--- src/include/lc3b_params.svh ---
`ifndef LC3B_PARAMS_SVH
`define LC3B_PARAMS_SVH

// data path width
`define LC3B_WORD_W 16

// architectural registers R0..R7
`define LC3B_NREGS 8

// bits of a register index
`define LC3B_REG_W 3

`endif

--- src/hw/lc3b_types.sv ---
`include "lc3b_params.svh"

package lc3b_types;

	typedef logic [`LC3B_WORD_W-1:0] lc3b_word;
	typedef logic [`LC3B_REG_W-1:0] lc3b_reg;

	// IR[15:12] encoding
	typedef enum logic [3:0] {
		op_br   = 4'b0000,
		op_add  = 4'b0001,
		op_ldb  = 4'b0010,
		op_stb  = 4'b0011,
		op_jsr  = 4'b0100,
		op_and  = 4'b0101,
		op_ldr  = 4'b0110,
		op_str  = 4'b0111,
		op_rti  = 4'b1000,
		op_not  = 4'b1001,
		op_ldi  = 4'b1010,
		op_sti  = 4'b1011,
		op_jmp  = 4'b1100,
		op_shf  = 4'b1101,
		op_lea  = 4'b1110,
		op_trap = 4'b1111
	} lc3b_opcode;

	typedef enum logic [2:0] {
		alu_add,
		alu_and,
		alu_not,
		alu_pass,
		alu_sll,
		alu_srl,
		alu_sra
	} lc3b_aluop;

	typedef struct packed {
		// decode stage
		logic sr1_sel;
		logic sr2_sel;
		logic sh6_sel;
		logic imm_sel;
		// execute
		logic [1:0] alumux1_sel;
		logic [1:0] alumux2_sel;
		lc3b_aluop alu_ctrl;
		// memory
		logic indirect;
		logic read;
		logic write;
		logic mem_byte_sig;
		logic regfilemux_sel;
		// write-back and pc
		logic load_regfile;
		logic memread_sel;
		logic load_cc;
		logic destmux_sel;
		logic [1:0] pcmux_sel;
		logic pcmux_sel_out_sel;
	} lc3b_ctrl_t;

	typedef struct packed {
		lc3b_word pc;
		lc3b_word sr1_data;
		lc3b_word sr2_data;
		lc3b_word imm;       // imm5 or imm4 for shifts
		lc3b_word offset6;
		lc3b_word offset_pc; // offset9 or offset11 already doubled
		lc3b_word trapvect;
		lc3b_reg dest;
		logic valid;
	} lc3b_operands_t;

endpackage : lc3b_types

--- src/hw/decode.sv ---
`timescale 1ns/1ns

module decode
	import lc3b_types::*;
(
	input lc3b_word instruction,
	output lc3b_ctrl_t ctrl
);

	lc3b_opcode opcode;
	logic ir5;
	logic ir4;
	logic ir11;

	assign opcode = lc3b_opcode'(instruction[15:12]);
	assign ir5 = instruction[5];  // immediate form, arithmetic shift
	assign ir4 = instruction[4];  // shift direction
	assign ir11 = instruction[11]; // jsr vs jsrr

	always_comb begin
		ctrl = '0; // unused fields stay low
		ctrl.alu_ctrl = alu_pass;

		case (opcode)
			op_add, op_and: begin
				ctrl.alumux2_sel = ir5 ? 2'b11 : 2'b00;
				ctrl.alu_ctrl = (opcode == op_add) ? alu_add : alu_and;
				ctrl.load_regfile = 1'b1;
				ctrl.load_cc = 1'b1;
			end

			op_not: begin
				ctrl.alu_ctrl = alu_not;
				ctrl.load_regfile = 1'b1;
				ctrl.load_cc = 1'b1;
			end

			op_ldr: begin
				ctrl.sh6_sel = 1'b1;
				ctrl.alumux2_sel = 2'b01; // base + offset6
				ctrl.alu_ctrl = alu_add;
				ctrl.read = 1'b1;
				ctrl.load_regfile = 1'b1;
				ctrl.load_cc = 1'b1;
				ctrl.memread_sel = 1'b1;
			end

			op_ldb: begin
				ctrl.alumux2_sel = 2'b01;
				ctrl.alu_ctrl = alu_add;
				ctrl.read = 1'b1;
				ctrl.mem_byte_sig = 1'b1;
				ctrl.load_regfile = 1'b1;
				ctrl.load_cc = 1'b1;
				ctrl.memread_sel = 1'b1;
			end

			op_ldi: begin
				ctrl.sh6_sel = 1'b1;
				ctrl.alumux2_sel = 2'b01;
				ctrl.alu_ctrl = alu_add;
				ctrl.indirect = 1'b1; // second read through the loaded pointer
				ctrl.read = 1'b1;
				ctrl.load_regfile = 1'b1;
				ctrl.load_cc = 1'b1;
				ctrl.memread_sel = 1'b1;
			end

			op_str: begin
				ctrl.sr2_sel = 1'b1; // store data from IR[11:9]
				ctrl.sh6_sel = 1'b1;
				ctrl.alumux2_sel = 2'b01;
				ctrl.alu_ctrl = alu_add;
				ctrl.write = 1'b1;
			end

			op_stb: begin
				ctrl.sr2_sel = 1'b1;
				ctrl.alumux2_sel = 2'b01;
				ctrl.alu_ctrl = alu_add;
				ctrl.write = 1'b1;
				ctrl.mem_byte_sig = 1'b1;
			end

			op_sti: begin
				ctrl.sr2_sel = 1'b1;
				ctrl.sh6_sel = 1'b1;
				ctrl.alumux2_sel = 2'b01;
				ctrl.alu_ctrl = alu_add;
				ctrl.indirect = 1'b1;
				ctrl.write = 1'b1;
			end

			op_br: begin
				ctrl.alumux1_sel = 2'b01; // pc + offset9
				ctrl.alumux2_sel = 2'b10;
				ctrl.alu_ctrl = alu_add;
				ctrl.pcmux_sel_out_sel = 1'b1; // condition decided later
			end

			op_jmp: begin
				ctrl.regfilemux_sel = 1'b1;
				ctrl.pcmux_sel = 2'b01;
			end

			op_jsr: begin
				if (ir11) begin
					ctrl.alumux1_sel = 2'b10; // pc + offset11
					ctrl.alumux2_sel = 2'b10;
					ctrl.alu_ctrl = alu_add;
				end
				ctrl.destmux_sel = 1'b1; // link into R7
				ctrl.regfilemux_sel = 1'b1;
				ctrl.load_regfile = 1'b1;
				ctrl.pcmux_sel = 2'b01;
			end

			op_lea: begin
				ctrl.alumux1_sel = 2'b01;
				ctrl.alumux2_sel = 2'b10;
				ctrl.alu_ctrl = alu_add;
				ctrl.load_regfile = 1'b1;
				ctrl.load_cc = 1'b1;
			end

			op_shf: begin
				ctrl.imm_sel = 1'b1; // amount is imm4
				ctrl.alumux2_sel = 2'b11;
				if (!ir4)
					ctrl.alu_ctrl = alu_sll;
				else if (!ir5)
					ctrl.alu_ctrl = alu_srl;
				else
					ctrl.alu_ctrl = alu_sra;
				ctrl.load_regfile = 1'b1;
				ctrl.load_cc = 1'b1;
			end

			op_trap: begin
				ctrl.alumux1_sel = 2'b11; // vector table address
				ctrl.destmux_sel = 1'b1;
				ctrl.read = 1'b1;
				ctrl.regfilemux_sel = 1'b1;
				ctrl.load_regfile = 1'b1;
				ctrl.pcmux_sel = 2'b11;
			end

			default: begin
				// rti is not supported in the pipeline, treat as a bubble
				ctrl = '0;
				ctrl.alu_ctrl = alu_pass;
			end
		endcase
	end

endmodule : decode

--- src/hw/regfile.sv ---
`timescale 1ns/1ns
`include "lc3b_params.svh"

module regfile
	import lc3b_types::*;
(
	input logic clk,
	input logic rst_n,
	input logic wb_en,
	input lc3b_reg wb_dest,
	input lc3b_word wb_data,
	input lc3b_reg sr1_idx,
	input lc3b_reg sr2_idx,
	output lc3b_word sr1_data,
	output lc3b_word sr2_data
);

	lc3b_word regs [`LC3B_NREGS];

	always_ff @(posedge clk or negedge rst_n) begin
		if (!rst_n) begin
			for (int i = 0; i < `LC3B_NREGS; i++) begin
				regs[i] <= '0;
			end
		end else if (wb_en) begin
			regs[wb_dest] <= wb_data; // R0 is writable
		end
	end

	// write-first bypass lets a reader see the same-cycle write-back
	assign sr1_data = (wb_en && wb_dest == sr1_idx) ? wb_data : regs[sr1_idx];
	assign sr2_data = (wb_en && wb_dest == sr2_idx) ? wb_data : regs[sr2_idx];

endmodule : regfile

--- src/hw/operand_gen.sv ---
`timescale 1ns/1ns
`include "lc3b_params.svh"

module operand_gen
	import lc3b_types::*;
(
	input lc3b_word instruction,
	input lc3b_word pc,
	input lc3b_ctrl_t ctrl,
	output lc3b_reg sr1_idx,
	output lc3b_reg sr2_idx,
	output lc3b_operands_t ops
);

	lc3b_word imm5_sext;
	lc3b_word imm4_zext;
	lc3b_word off6_sext;
	lc3b_word off9_sext;
	lc3b_word off11_sext;
	logic jsr_long;

	assign imm5_sext = {{(`LC3B_WORD_W-5){instruction[4]}}, instruction[4:0]};
	assign imm4_zext = {{(`LC3B_WORD_W-4){1'b0}}, instruction[3:0]};
	assign off6_sext = {{(`LC3B_WORD_W-6){instruction[5]}}, instruction[5:0]};
	assign off9_sext = {{(`LC3B_WORD_W-9){instruction[8]}}, instruction[8:0]};
	assign off11_sext = {{(`LC3B_WORD_W-11){instruction[10]}}, instruction[10:0]};

	// only jsr with IR[11] set routes pc into alumux1 input 2
	assign jsr_long = (ctrl.alumux1_sel == 2'b10);

	assign sr1_idx = ctrl.sr1_sel ? instruction[11:9] : instruction[8:6];
	assign sr2_idx = ctrl.sr2_sel ? instruction[11:9] : instruction[2:0];

	always_comb begin
		ops = '0;
		ops.pc = pc;
		ops.imm = ctrl.imm_sel ? imm4_zext : imm5_sext;
		ops.offset6 = ctrl.sh6_sel ? (off6_sext << 1) : off6_sext; // word vs byte access
		ops.offset_pc = jsr_long ? (off11_sext << 1) : (off9_sext << 1);
		ops.trapvect = {{(`LC3B_WORD_W-9){1'b0}}, instruction[7:0], 1'b0};
		ops.dest = ctrl.destmux_sel ? lc3b_reg'(`LC3B_NREGS - 1) : instruction[11:9];
	end

endmodule : operand_gen

--- src/hw/stage_reg.sv ---
`timescale 1ns/1ns

module stage_reg #(
	parameter type payload_t = logic
) (
	input logic clk,
	input logic rst_n,
	input logic load,
	input logic flush,
	input payload_t d,
	output payload_t q
);

	always_ff @(posedge clk or negedge rst_n) begin
		if (!rst_n) begin
			q <= '0;
		end else if (flush) begin
			q <= '0; // wins over a held stall
		end else if (load) begin
			q <= d;
		end
	end

endmodule : stage_reg

--- src/hw/id_stage.sv ---
`timescale 1ns/1ns

module id_stage
	import lc3b_types::*;
(
	input logic clk,
	input logic rst_n,
	input lc3b_word instruction,
	input logic instr_valid,
	input lc3b_word pc,
	input logic stall,
	input logic flush,
	input logic wb_en,
	input lc3b_reg wb_dest,
	input lc3b_word wb_data,
	output lc3b_ctrl_t ex_ctrl,
	output lc3b_operands_t ex_ops
);

	lc3b_ctrl_t ctrl;
	lc3b_ctrl_t ctrl_d;
	lc3b_operands_t ops_gen;
	lc3b_operands_t ops_d;
	lc3b_reg sr1_idx;
	lc3b_reg sr2_idx;
	lc3b_word sr1_data;
	lc3b_word sr2_data;

	decode u_decode (
		.instruction(instruction),
		.ctrl(ctrl)
	);

	operand_gen u_operand_gen (
		.instruction(instruction),
		.pc(pc),
		.ctrl(ctrl),
		.sr1_idx(sr1_idx),
		.sr2_idx(sr2_idx),
		.ops(ops_gen)
	);

	regfile u_regfile (
		.clk(clk),
		.rst_n(rst_n),
		.wb_en(wb_en),
		.wb_dest(wb_dest),
		.wb_data(wb_data),
		.sr1_idx(sr1_idx),
		.sr2_idx(sr2_idx),
		.sr1_data(sr1_data),
		.sr2_data(sr2_data)
	);

	assign ctrl_d = instr_valid ? ctrl : '0; // bubble does nothing downstream

	always_comb begin
		ops_d = ops_gen;
		ops_d.sr1_data = sr1_data;
		ops_d.sr2_data = sr2_data;
		ops_d.valid = instr_valid;
	end

	stage_reg #(.payload_t(lc3b_ctrl_t)) u_ctrl_reg (
		.clk(clk),
		.rst_n(rst_n),
		.load(!stall),
		.flush(flush),
		.d(ctrl_d),
		.q(ex_ctrl)
	);

	stage_reg #(.payload_t(lc3b_operands_t)) u_ops_reg (
		.clk(clk),
		.rst_n(rst_n),
		.load(!stall),
		.flush(flush),
		.d(ops_d),
		.q(ex_ops)
	);

endmodule : id_stage

--- config.mk ---
export PLATFORM = sky130hd
export DESIGN_NAME = id_stage
export DESIGN_NICKNAME = d
export VERILOG_FILES = /design/src/hw/lc3b_types.sv /design/src/hw/decode.sv /design/src/hw/regfile.sv /design/src/hw/operand_gen.sv /design/src/hw/stage_reg.sv /design/src/hw/id_stage.sv
export VERILOG_INCLUDE_DIRS = /design/src /design/src/include
export SDC_FILE = /design/constraint.sdc
export NUM_CORES = 1
export LEC_CHECK = 0
export ABC_CLOCK_PERIOD_IN_PS = 2670
export BUFFER_PORTS_ARGS = -buffer_cell sky130_fd_sc_hd__buf_2
export CORE_UTILIZATION = 35
export CTS_BUF_LIST = sky130_fd_sc_hd__clkbuf_8
export DETAILED_ROUTE_END_ITERATION = 10
export PLACE_DENSITY = 0.65
export SLEW_MARGIN = 0
export SYNTH_ARGS = -nofsm -noshare
export SYNTH_HDL_FRONTEND = slang
export SYNTH_HIERARCHICAL = 1
export SYNTH_SLANG_ARGS = --single-unit
export TNS_END_PERCENT = 30
--- constraint.sdc ---
create_clock -name clk -period 2.67 [get_ports clk]
set_input_delay 0 -clock clk [delete_from_list [all_inputs] [get_ports clk]]
set_output_delay 0 -clock clk [all_outputs]
set_load 0.05 [all_outputs]
Word level (Yosys, flattened, before mapping)
Cells that the tools add are included.
- magnitude comparators: 4
- equality and inequality tests: 18
- reduce and logical (&&, ||, !) cells: 19
- bitwise operators: 3
- multiplexer cells: 42
- operator list (cell ; number):
    116-bit 2-to-1 mux ; 2
    16-bit 2-to-1 mux ; 9
    128-bit bitwise mux ; 1
    16-bit binary-select mux with 3-bit select ; 2
    16-bit demux with 3-bit select ; 1
    23-bit 2-to-1 mux ; 2
    4-bit == test, second input constant ; 7
    22-bit 2-to-1 mux ; 1
    4-bit by 3-bit == test with 1-bit output, second input constant ; 4
    8-bit OR reduction ; 2
    3-bit one-hot mux with 5 select lines ; 1
    1-bit 2-to-1 mux ; 13
    4-bit greater-or-equal comparator, second input constant ; 3
    3-bit inverter with 4-bit output ; 3
    2-bit OR reduction ; 6
    2-bit one-hot mux with 5 select lines ; 1
    10-bit OR reduction ; 1
    3-bit OR reduction ; 3
    4-bit by 2-bit == test with 1-bit output, second input constant ; 2
    4-bit OR reduction ; 2
    7-bit 2-to-1 mux ; 1
    3-bit == test ; 2
    2-bit 2-to-1 mux ; 3
    3-bit 2-to-1 mux ; 2
    10 further kinds ; 12
- output and inout bits: 139
- word-level logic and storage cells: 121
- input bits: 57
- register bits after elaboration: 267

Depth between registers and ports, before layout
Gate-level depths: netlist (run 1).
- depth in word-level cells: 11
- mapped depth: 13
- depth with buffers taken out: 8

Hierarchy
The synthesis (run 1) kept the hierarchy.
- modules (own cells, without submodules) (module ; cells each ; times used ; seq. area each (µm²) ; area each (µm²)):
    regfile ; 452 ; 1 ; 3203.1 ; 7508.5
    stage_reg (u_ops_reg) ; 374 ; 1 ; 2902.8 ; 4684.5
    operand_gen ; 124 ; 1 ; 0.0 ; 985.9
    stage_reg (u_ctrl_reg) ; 74 ; 1 ; 575.6 ; 950.9
    decode ; 58 ; 1 ; 0.0 ; 391.6
    id_stage ; 26 ; 1 ; 0.0 ; 191.4

Worst setup path before layout (run 1)
Ideal clock, no wire load.
- path kind: input to register
- from: input port instruction[12]
- to: register u_ops_reg/q[79] (netlist bit)
- stages: 12
- arrival: 2.275 ns
- setup slack: 0.263 ns
- library setup time: 0.132 ns
- path buffers: 4
- path through: ha_1 > and2_1 > buf_4 > mux2_2 > buf_6 > buf_6 > xnor2_1 > nand4_1 > buf_2 > mux2_4 > mux2i_1 > nor2_1
- RTL lines (element ; RTL line ; text):
    start, declared ; id_stage.sv:8 ; input lc3b_word instruction,
    end signal, assigned ; stage_reg.sv:16 ; q <= '0;
    end signal, assigned ; stage_reg.sv:18 ; q <= '0;
    end signal, assigned ; stage_reg.sv:20 ; q <= d;
    end, declared ; stage_reg.sv:11 ; output payload_t q

Final worst setup path (run 1)
- from: input port instruction[0]
- to: register u_ops_reg/q[82] (netlist bit)
- longest elaborated chain between the ends: 8
- elaborated cells between the ends (all ways): 10
- ends and longest elaborated chain (element ; RTL line ; text):
    3-bit 2-to-1 mux (*) ; operand_gen.sv:32 ; assign sr2_idx = ctrl.sr2_sel ? instruction[11:9] : instruction[2:0];
    net sr2_idx[0] ; id_stage.sv:25 ; lc3b_reg sr2_idx;
    3-bit inverter with 4-bit output (not written as such) ; regfile.sv:32 ; assign sr2_data = (wb_en && wb_dest == sr2_idx) ? wb_data : regs[sr2_idx];
    16-bit binary-select mux with 3-bit select ; regfile.sv:32 ;
    16-bit 2-to-1 mux (not written as such) (2 in a row) ; regfile.sv:32 ;
    16-bit 2-to-1 mux (*) ; regfile.sv:32 ;
    net sr2_data[14] ; id_stage.sv:27 ; lc3b_word sr2_data;
    116-bit 2-to-1 mux (*) ; stage_reg.sv:19 ; end else if (load) begin
    116-bit 2-to-1 mux (*) ; stage_reg.sv:17 ; end else if (flush) begin
Mark *: on every way through the listed nets, which the timed path passes. The rest lies on a longest branch. The select of a mux whose other input is x is not followed.
A chain may end at the register's enable or synchronous reset.

==> out/metrics.yaml, run 1 <==
routing:
  routed_wl_um: 36600
  drt_iter0_drc: 598
  detail-route-antenna-nets: 0
  num_vias: 9218
  drcViolationCount: 2
  vias_per_cell: 5.04
  dr.pass1.iters: 8
  wl_per_cell_um: 20.0
sta:
  drv_slew: 0
  max_freq_mhz: 467
  period_needed_ns: 2.14
  clock_skew_ns: 0.0231
  setup_slack_ns: 0.527
  tightest_slew_ns: 0.804
  final-setup-viol-count: 0
  post-route-period-util_pct: 80.2
  hold_viol: 0
  rsz0062_at_grt: "false"
  fin_tns_setup_ns: 0
  relSlewSlack_pct: 46.1
hold_path:
  min_delay_path_depth: 6
  hold_class: "in2reg"
  holdPathEnd: "u_ctrl_reg/q[4]"
  hold_start: "instruction[13]"
critical_path:
  cp-start-kind: "primary input"
  path_delay_family: "multiplexers"
  cp_cell_sequence: "dlygate4sd3_1 -> buf_2 -> mux2_2 -> buf_12 -> mux4_1 -> mux2_2 -> mux2_2 -> mux2i_1 -> nor2_1"
  crit_buf_inv: 3
  cpPeakStageDelay_ns: 0.58
  worstPathMaxFanout: 19
  setup.worst_path.class: "in2reg"
  cp_common_cell: "mux2_2"
  timing.rr.end: "u_ops_reg/q[90]"
  crit_slowest_cell: "mux4_1"
  critPathRequiredTime_ns: 3.10
  reg2reg_depth: 5
  rr_startpoint: "u_regfile/regs[22]"
  cp.arrival_ns: 2.57
  reg2reg_slack_ns: 0.86
  cp-end-kind: "flop"
placed_design:
  gp_congestion: 0.791
  io_buffers: 195
  dp_cells: 1694
  place_ws_ns: 0.152
  dp_hpwl_um: 23300
cts:
  cts_root_buf: "clkbuf_8"
  cts_buffers: 48
  clockBufferDepth: 3
  ctsHtreeMaxLevel: 2
  clock-sinks: 267
  cts_tree: "done"
  clk_pin_slew_ns: 0.06
  ctsResizeCount: 0
  clk_latency_ns: 0.60
floorplanning:
  fp.dieW_um: 205
  coreArea_um2: 40800
  ios: 196
  start_util_pct: 35.4
  dieArea_um2: 42100
  num_rows: 74
  die_y_um: 205
grt:
  grt_max_degree: 88
  grt_first_pass_wirelength_um: 56100
  first_global_vias: 9464
  track_usage_pct: 17.5
  overflow: 0
  antenna_found_initial: 5
power_and_ir_drop:
  p_per_area_nw_per_um2: 694
  p_leak_nw: 8.33
  power_mw: 11.7
  ir_worst_vdd_v: 0.000379
synthesis:
  synth_area_um2: 14500
  yosys_warnings: 6
  synth_cells: 1075
  synth.avg_cell_area_um2: 13.5
cells_and_area:
  drive_above_1_share_pct: 41.9
  instances_no_fill: 1828
  fillers: 3779
  final_nets: 1324
  area_growth_pct: 17.0
  final_util_pct: 41.5
job:
  maxCapViolations: 0
status:
  violations: "design-rule violations"
  status: "finished with violations"
==> worst min-delay path: stages <==
cell,delay (ns)
buf_2,0.12
inv_1,0.07
ha_1,0.12
and2_2,0.13
mux2i_1,0.06
nor2_1,0.08
==> placed cells by master, fill, tap and decap left out, drive strengths merged, types with 5 or more instances in the layout <==
cell type	instances
nand2b	6
mux4	64
xnor2	7
nand2	5
dlygate4sd3	51
buf	239
mux2	205
conb	10
mux2i	139
dfrtp	267
inv	20
nor2	145
nor2b	5
and2	25
clkbuf	55
==> area by class of cell <==
class	instances	area, µm²	area share [%]
flip-flops and latches	267	6680	39.5
multi-input cells	653	6670	39.4
repair buffers	290	1970	11.6
clock buffers	55	757	4.47
well taps	532	666	3.93
clock inverters	24	159	0.939
inverters	3	18.8	0.111
diodes	4	10.0	0.0591
==> registers in the layout, summed over array words and instances (netlist names) <==
signal and flops:
u_ctrl_reg/q 23, u_ops_reg/q 116, u_regfile/regs 128
==> what timing repair did <==
action                    CTS  global route
hold endpoints to repair  508             0
hold buffers               51             0
setup buffers               0             0
==> layer usage <==
layer | vias to the layer above | part of all wire, % | routed length, µm | GRT usage, %
met5 | - | 0.063 | 23 | 0
met3 | 51 | 6.6 | 2400 | 3.85
li1 | 4152 | - | - | -
met1 | 4725 | 46 | 16800 | 24.3
met2 | 286 | 46 | 16800 | 27.0
met4 | 4 | 1.8 | 667 | 5.29
==> power breakdown <==
part | switching (mW) | internal [mW]
Sequential | 0.371 | 4.63
Combinational | 1.50 | 1.47
Clock | 1.71 | 2.06
Total | 3.59 | 8.16
==> worst max-delay path by stage <==
stage / slack [ns] / from / to / cells past startpoint
6_report: 0.53 / instruction[0] / u_ops_reg/q[82] / 9
5_1_grt: 0.47 / instruction[0] / u_ops_reg/q[82] / 9
4_1_cts: 0.57 / instruction[0] / u_ops_reg/q[80] / 9
3_5_place_dp: 0.15 / instruction[12] / u_ops_reg/q[80] / 10
3_3_place_gp: 0.22 / instruction[12] / u_ops_reg/q[76] / 10
2_1_floorplan: 0.26 / instruction[12] / u_ops_reg/q[79] / 12
==> metrics by stage <==
stage / cell area (µm²) / hold slack (ns)
global route: 16900 / 0.0340
floorplan: 14500 / -0.296
finish: 16900 / 0.0524
CTS: 16900 / 0.000813
global placement: 15500 / 0.0576
detailed placement: 15500 / 0.0589
No activity file was read; power rests on OpenSTA's default activity.
==> run 2, diff against run 1 <==
--- a/config.mk
+++ b/config.mk
@@ -6,7 +6,7 @@
 export SDC_FILE = /design/constraint.sdc
 export NUM_CORES = 1
 export LEC_CHECK = 0
-export ABC_CLOCK_PERIOD_IN_PS = 2670
+export ABC_CLOCK_PERIOD_IN_PS = 2040
 export BUFFER_PORTS_ARGS = -buffer_cell sky130_fd_sc_hd__buf_2
 export CORE_UTILIZATION = 35
 export CTS_BUF_LIST = sky130_fd_sc_hd__clkbuf_8
==> constraint.sdc (replaced) <==
create_clock -name clk -period 2.04 [get_ports clk]
set_input_delay 0 -clock clk [delete_from_list [all_inputs] [get_ports clk]]
set_output_delay 0 -clock clk [all_outputs]
set_load 0.05 [all_outputs]
==> out/metrics.yaml, run 2 (same netlist as run 1, synthesis figures left out) <==
status:
  status: "completed"
sta:
  fin_tns_setup_ns: 0  # unchanged
  rsz0062_at_grt: "false"
  max_freq_mhz: 502
  post-route-period-util_pct: 97.6
  final-setup-viol-count: 0  # unchanged
  drv_slew: 0  # unchanged
  setup_slack_ns: 0.0483  # -0.479 ns
  period_needed_ns: 1.99
  relSlewSlack_pct: 65.6  # +19 points
  clock_skew_ns: 0.0367  # +0.0136 ns
  tightest_slew_ns: 0.516  # -0.288 ns
  fin_hold_ws_ns: 0.0882  # +0.0358 ns
  hold_viol: 0  # unchanged
placed_design:
  place_ws_ns: -0.300  # -0.451 ns
  gp_congestion: 0.794  # +0.37%
  placed_cell_area_um2: 15600  # +0.63%
  io_buffers: 195  # unchanged
  dp_cells: 1707  # +0.77%
  dp_hpwl_um: 23600  # +0.92%
cells_and_area:
  instances_no_fill: 1859  # +1.7%
  layout_commonest_cell: "dfrtp_1"
  final_area_um2: 17200  # +1.5%
  largest_reg_flops: 128  # unchanged
  drive_above_1_share_pct: 44.4  # +2.5 points
  area_growth_pct: 18.8
  largest-register: "u_regfile/regs"
  final_util_pct: 42.1  # +0.63 points
  final_cell_mix: "dfrtp_1 (267), buf_2 (193), mux2_2 (190)"
  largestRegisters: "u_regfile/regs x128, u_ops_reg/q x116, u_ctrl_reg/q x23"
  antenna_cells: 0  # -4
  final_nets: 1352  # +2.1%
routing:
  drt_iter0_drc: 517  # -14%
  drt-met1-wl_um: 16800  # about the same
  drcViolationCount: 0  # -2
  wl_met3_um: 2120  # -12%
  dr_wl_met2_um: 17300  # +3.1%
  num_vias: 9336  # +1.3%
  dr.pass1.iters: 5  # -3
  vias_per_cell: 5.02  # -0.41%
  top_layer: "met4"
  detail-route-antenna-nets: 0  # unchanged
  routed_wl_um: 36800  # +0.35%
  wl_per_cell_um: 19.8  # -1.3%
cts:
  clockBufferDepth: 3  # unchanged
  ctsHtreeMaxLevel: 2  # unchanged
  clk_pin_slew_ns: 0.07  # about the same
  cts_setup_buffers: 0  # unchanged
  cts_root_buf: "clkbuf_8"
  clk_latency_ns: 0.62  # +0.02 ns
  clock-sinks: 267  # unchanged
  cts_tree: "done"
  cts_buffers: 49  # +2.1%
critical_path:
  reg2reg_depth: 5  # unchanged
  cp.depth: 9  # unchanged
  crit_path_end: "u_ops_reg/q[94]"
  cp-end-kind: "flop"
  crit_buf_inv: 3  # unchanged
  rr_startpoint: "u_regfile/regs[36]"
  critPathRequiredTime_ns: 2.51  # -0.59 ns
  cp_cell_sequence: "dlygate4sd3_1 -> buf_2 -> mux2_4 -> buf_12 -> mux4_1 -> mux2_2 -> mux2_4 -> mux2i_1 -> nor2_1"
  timing.rr.end: "u_ops_reg/q[88]"
  cpPeakStageDelay_ns: 0.56  # -0.02 ns
  cp.arrival_ns: 2.46  # -0.11 ns
  worstPathMaxFanout: 13  # -6
  setup.worst_path.class: "in2reg"
  crit_slowest_cell: "mux4_1"
  startpoint: "instruction[6]"
  reg2reg_slack_ns: 0.21  # -0.65 ns
  cp_common_cell: "mux2_4"
  cp-start-kind: "primary input"
  path_delay_family: "multiplexers"
power_and_ir_drop:
  ir_worst_vdd_v: 0.000460  # +21%
  p_per_area_nw_per_um2: 902  # +30%
  power_mw: 15.5  # +32%
  p_leak_nw: 8.38  # +0.64%
hold_path:
  hold_class: "in2reg"
  min_delay_path_depth: 5  # -1
floorplanning:
  dieArea_um2: 42100  # unchanged
  die_y_um: 205  # unchanged
  start_util_pct: 35.4  # unchanged
  fp.dieW_um: 205  # unchanged
  num_rows: 74  # unchanged
  ios: 196  # unchanged
  coreArea_um2: 40800  # unchanged
grt:
  track_usage_pct: 17.6  # +0.098 points
  grt_first_pass_wirelength_um: 57000  # +1.5%
  grt_max_degree: 67  # -24%
  first_global_vias: 9602  # +1.5%
  overflow: 0  # unchanged
  antenna_found_initial: 0  # -5
job:
  maxCapViolations: 0  # unchanged
[run 2: cell types whose count changed in the layout (fill, tap and decap cells not counted), moves of 6 or more]
cell / delta
buf_4: +6
mux4_2: +29
dlygate4sd3_1: +14
inv_1: +6
mux4_1: -29
buf_12: +6
[run 2: final cells by class]
type	instances	area [µm²]
Clock buffer	59	812
Clock inverter	28	125
Fill cell	3861	23600
Inverter	3	18.8
Multi-Input combinational cell	653	6600
Sequential cell	267	6680
Tap cell	532	666
Timing Repair Buffer	317	2280
[run 2: worst register-to-register path, cell delays in order (launching register included)]
cell and delay, ns:
dfrtp_1 0.40, mux4_1 0.51, mux2_2 0.28, mux2_2 0.30
mux2i_1 0.15, nor2_1 0.06
[run 2: worst min-delay path by stage]
| stage | start | endpoint | slack [ns] |
|---|---|---|---|
| finish | wb_en | u_regfile/regs[50] | 0.09 |
| global placement | rst_n | u_ops_reg/q[13] | -0.009 |
| global route | instruction[15] | u_ctrl_reg/q[9] | 0.07 |
| floorplan | rst_n | u_ctrl_reg/q[0] | -0.30 |
| CTS | instruction[15] | u_ctrl_reg/q[9] | 0.03 |
| detailed placement | rst_n | u_ops_reg/q[17] | -0.005 |
[run 2: power by group]
group	total, mW	switching [mW]	internal (mW)
clock	4.89	2.28	2.61
sequential	6.61	0.543	6.07
combinational	3.99	1.98	2.01
total	15.5	4.81	10.7
[run 2: routing by layer]
layer  vias to the layer above  global-route usage (%)
li1                       4187                       -
met1                      4804                    23.8
met2                       292                    28.0
met3                        53                    4.02
met4                         0                    4.87
met5                         -                       0
[run 2: repair_timing]
item	4_1_cts	5_1_grt
endpoints found under the hold margin	506	0
endpoints found under the setup margin	0	13
resized for setup	0	2
hold buffers	65	0
==> run 3, diff against run 2 <==
--- a/config.mk
+++ b/config.mk
@@ -11,6 +11,7 @@
 export CORE_UTILIZATION = 35
 export CTS_BUF_LIST = sky130_fd_sc_hd__clkbuf_8
 export DETAILED_ROUTE_END_ITERATION = 10
+export MAX_ROUTING_LAYER = met4
 export PLACE_DENSITY = 0.65
 export SLEW_MARGIN = 0
 export SYNTH_ARGS = -nofsm -noshare
==> out/metrics.yaml, run 3 (same netlist as run 1, synthesis figures left out) <==
cells_and_area:
  antenna_cells: 0  # unchanged
  final_util_pct: 42.1  # unchanged
  final_area_um2: 17200  # unchanged
  largest_reg_flops: 128  # unchanged
  final_cell_mix: "dfrtp_1 (267), buf_2 (193), mux2_2 (190)"
  drive_above_1_share_pct: 44.4  # unchanged
  largestRegisters: "u_regfile/regs x128, u_ops_reg/q x116, u_ctrl_reg/q x23"
  layout_commonest_cell: "dfrtp_1"
  final_nets: 1352  # unchanged
  area_growth_pct: 18.8  # unchanged
  largest-register: "u_regfile/regs"
cts:
  cts_setup_buffers: 0  # unchanged
  cts_buffers: 49  # unchanged
  ctsHtreeMaxLevel: 2  # unchanged
  clk_pin_slew_ns: 0.05  # -0.02 ns
  cts_tree: "done"
  cts_root_buf: "clkbuf_8"
  clock-sinks: 267  # unchanged
  clockBufferDepth: 3  # unchanged
  clk_latency_ns: 0.62  # about the same
sta:
  max_freq_mhz: 503  # +0.15%
  hold_viol: 0  # unchanged
  post-route-period-util_pct: 97.5  # -0.15 points
  clock_skew_ns: 0.0308  # -0.00592 ns
  rsz0062_at_grt: "false"
  period_needed_ns: 1.99  # -0.00307 ns
  final-setup-viol-count: 0  # unchanged
  relSlewSlack_pct: 65.7  # about the same
  drv_slew: 0  # unchanged
  tightest_slew_ns: 0.515  # -0.000885 ns
critical_path:
  cp.arrival_ns: 2.44  # -0.02 ns
  startpoint: "instruction[6]"
  worstPathMaxFanout: 15  # +2
  cp-start-kind: "primary input"
  setup.worst_path.class: "in2reg"
  cp-end-kind: "flop"
  rr_startpoint: "u_regfile/regs[36]"
  critPathRequiredTime_ns: 2.49  # -0.02 ns
grt:
  met3_usage_pct: 4.09  # +0.063 points
  first_global_vias: 9604  # +0.021%
  overflow: 0  # unchanged
  track_usage_pct: 18.1  # +0.54 points
  grt_max_degree: 67  # unchanged
  grt_util_met1_pct: 23.8  # -0.031 points
  grt_first_pass_wirelength_um: 56900  # about the same
  grt_busiest_layer: "met2"
  antenna_found_initial: 0  # unchanged
  grt_use_met2_pct: 28.1  # +0.072 points
placed_design:
  gp_congestion: 0.805  # +1.4%
  dp_hpwl_um: 23600  # unchanged
  placed_cell_area_um2: 15600  # unchanged
  io_buffers: 195  # unchanged
floorplanning:
  dieArea_um2: 42100  # unchanged
  ios: 196  # unchanged
  die_y_um: 205  # unchanged
  num_rows: 74  # unchanged
  start_util_pct: 35.4  # unchanged
  fp.dieW_um: 205  # unchanged
  coreArea_um2: 40800  # unchanged
hold_path:
  hold_start: "instruction[15]"
  hold_class: "in2reg"
power_and_ir_drop:
  p_per_area_nw_per_um2: 901  # about the same
  p_leak_nw: 8.38  # unchanged
  ir_worst_vdd_v: 0.000463  # +0.70%
routing:
  drcViolationCount: 0  # unchanged
  num_vias: 9300  # -0.39%
  detail-route-antenna-nets: 0  # unchanged
  drt_iter0_drc: 521  # +0.77%
  vias_per_cell: 5.00  # -0.39%
  wl_per_cell_um: 19.7  # -0.27%
  dr.pass1.iters: 5  # unchanged
  routed_wl_um: 36700  # -0.27%
status:
  status: "completed"
job:
  maxCapViolations: 0  # unchanged
==> run 3: cell counts in the layout (fill, tap and decap cells not counted) <==
Identical to the previous run, type by type.
==> run 3: worst paths after layout <==
path,endpoint,slack (ns),cells after the start
setup reg to reg,u_ops_reg/q[88],0.21,5
min in group asynchronous,u_ops_reg/q[10],0.48,3
max in group asynchronous,u_regfile/regs[99],0.84,4
hold / removal,u_ctrl_reg/q[9],0.09,6
setup / recovery,u_ops_reg/q[86],0.05,9
hold reg to reg,u_regfile/regs[111],0.51,1
==> run 3: layout make-up <==
class                           instances  area [µm²]
Tap cell                              532         666
Clock inverter                         28         125
Inverter                                3        18.8
Clock buffer                           59         812
Fill cell                            3861       23600
Timing Repair Buffer                  317        2280
Sequential cell                       267        6680
Multi-Input combinational cell        653        6600
==> run 3: layer usage <==
metal | vias to the layer above | share of wire (%)
met5 | - | 0
met4 | 0 | 1.5
met3 | 55 | 5.7
met2 | 295 | 47
met1 | 4760 | 46
li1 | 4190 | -
==> run 3: power by group <==
part / total, mW / switching, mW / internal (mW)
Combinational: 3.99 / 1.98 / 2.01
Sequential: 6.61 / 0.544 / 6.07
Clock: 4.88 / 2.27 / 2.61
Total: 15.5 / 4.79 / 10.7
==> run 3: what timing repair did <==
item / CTS / global route
endpoints found under the setup margin: 0 / 13
gates resized for setup: 0 / 2
hold buffers: 65 / 0
hold endpoints to repair: 506 / 0
==> run 3: per-stage QoR <==
step           setup slack (ns)  setup TNS [ns]  std cells  hold WS [ns]  power, mW
2_1_floorplan            -0.161           -2.51       1083        -0.296       9.61
3_3_place_gp             -0.273           -4.30       1707      -0.00911       10.5
3_5_place_dp             -0.300           -4.95       1707      -0.00517       10.6
4_1_cts                  0.0424               0       1859        0.0322       15.7
5_1_grt                  0.0128               0       1859        0.0723       16.3
6_report                 0.0514               0       1859        0.0888       15.5
==> run 3: worst max-delay path: stages <==
cell and delay (ns):
dlygate4sd3_1 0.54, buf_2 0.16, mux2_4 0.24, buf_12 0.19, mux4_1 0.57, mux2_2 0.30, mux2_2 0.26, mux2i_1 0.13
nor2_1 0.05
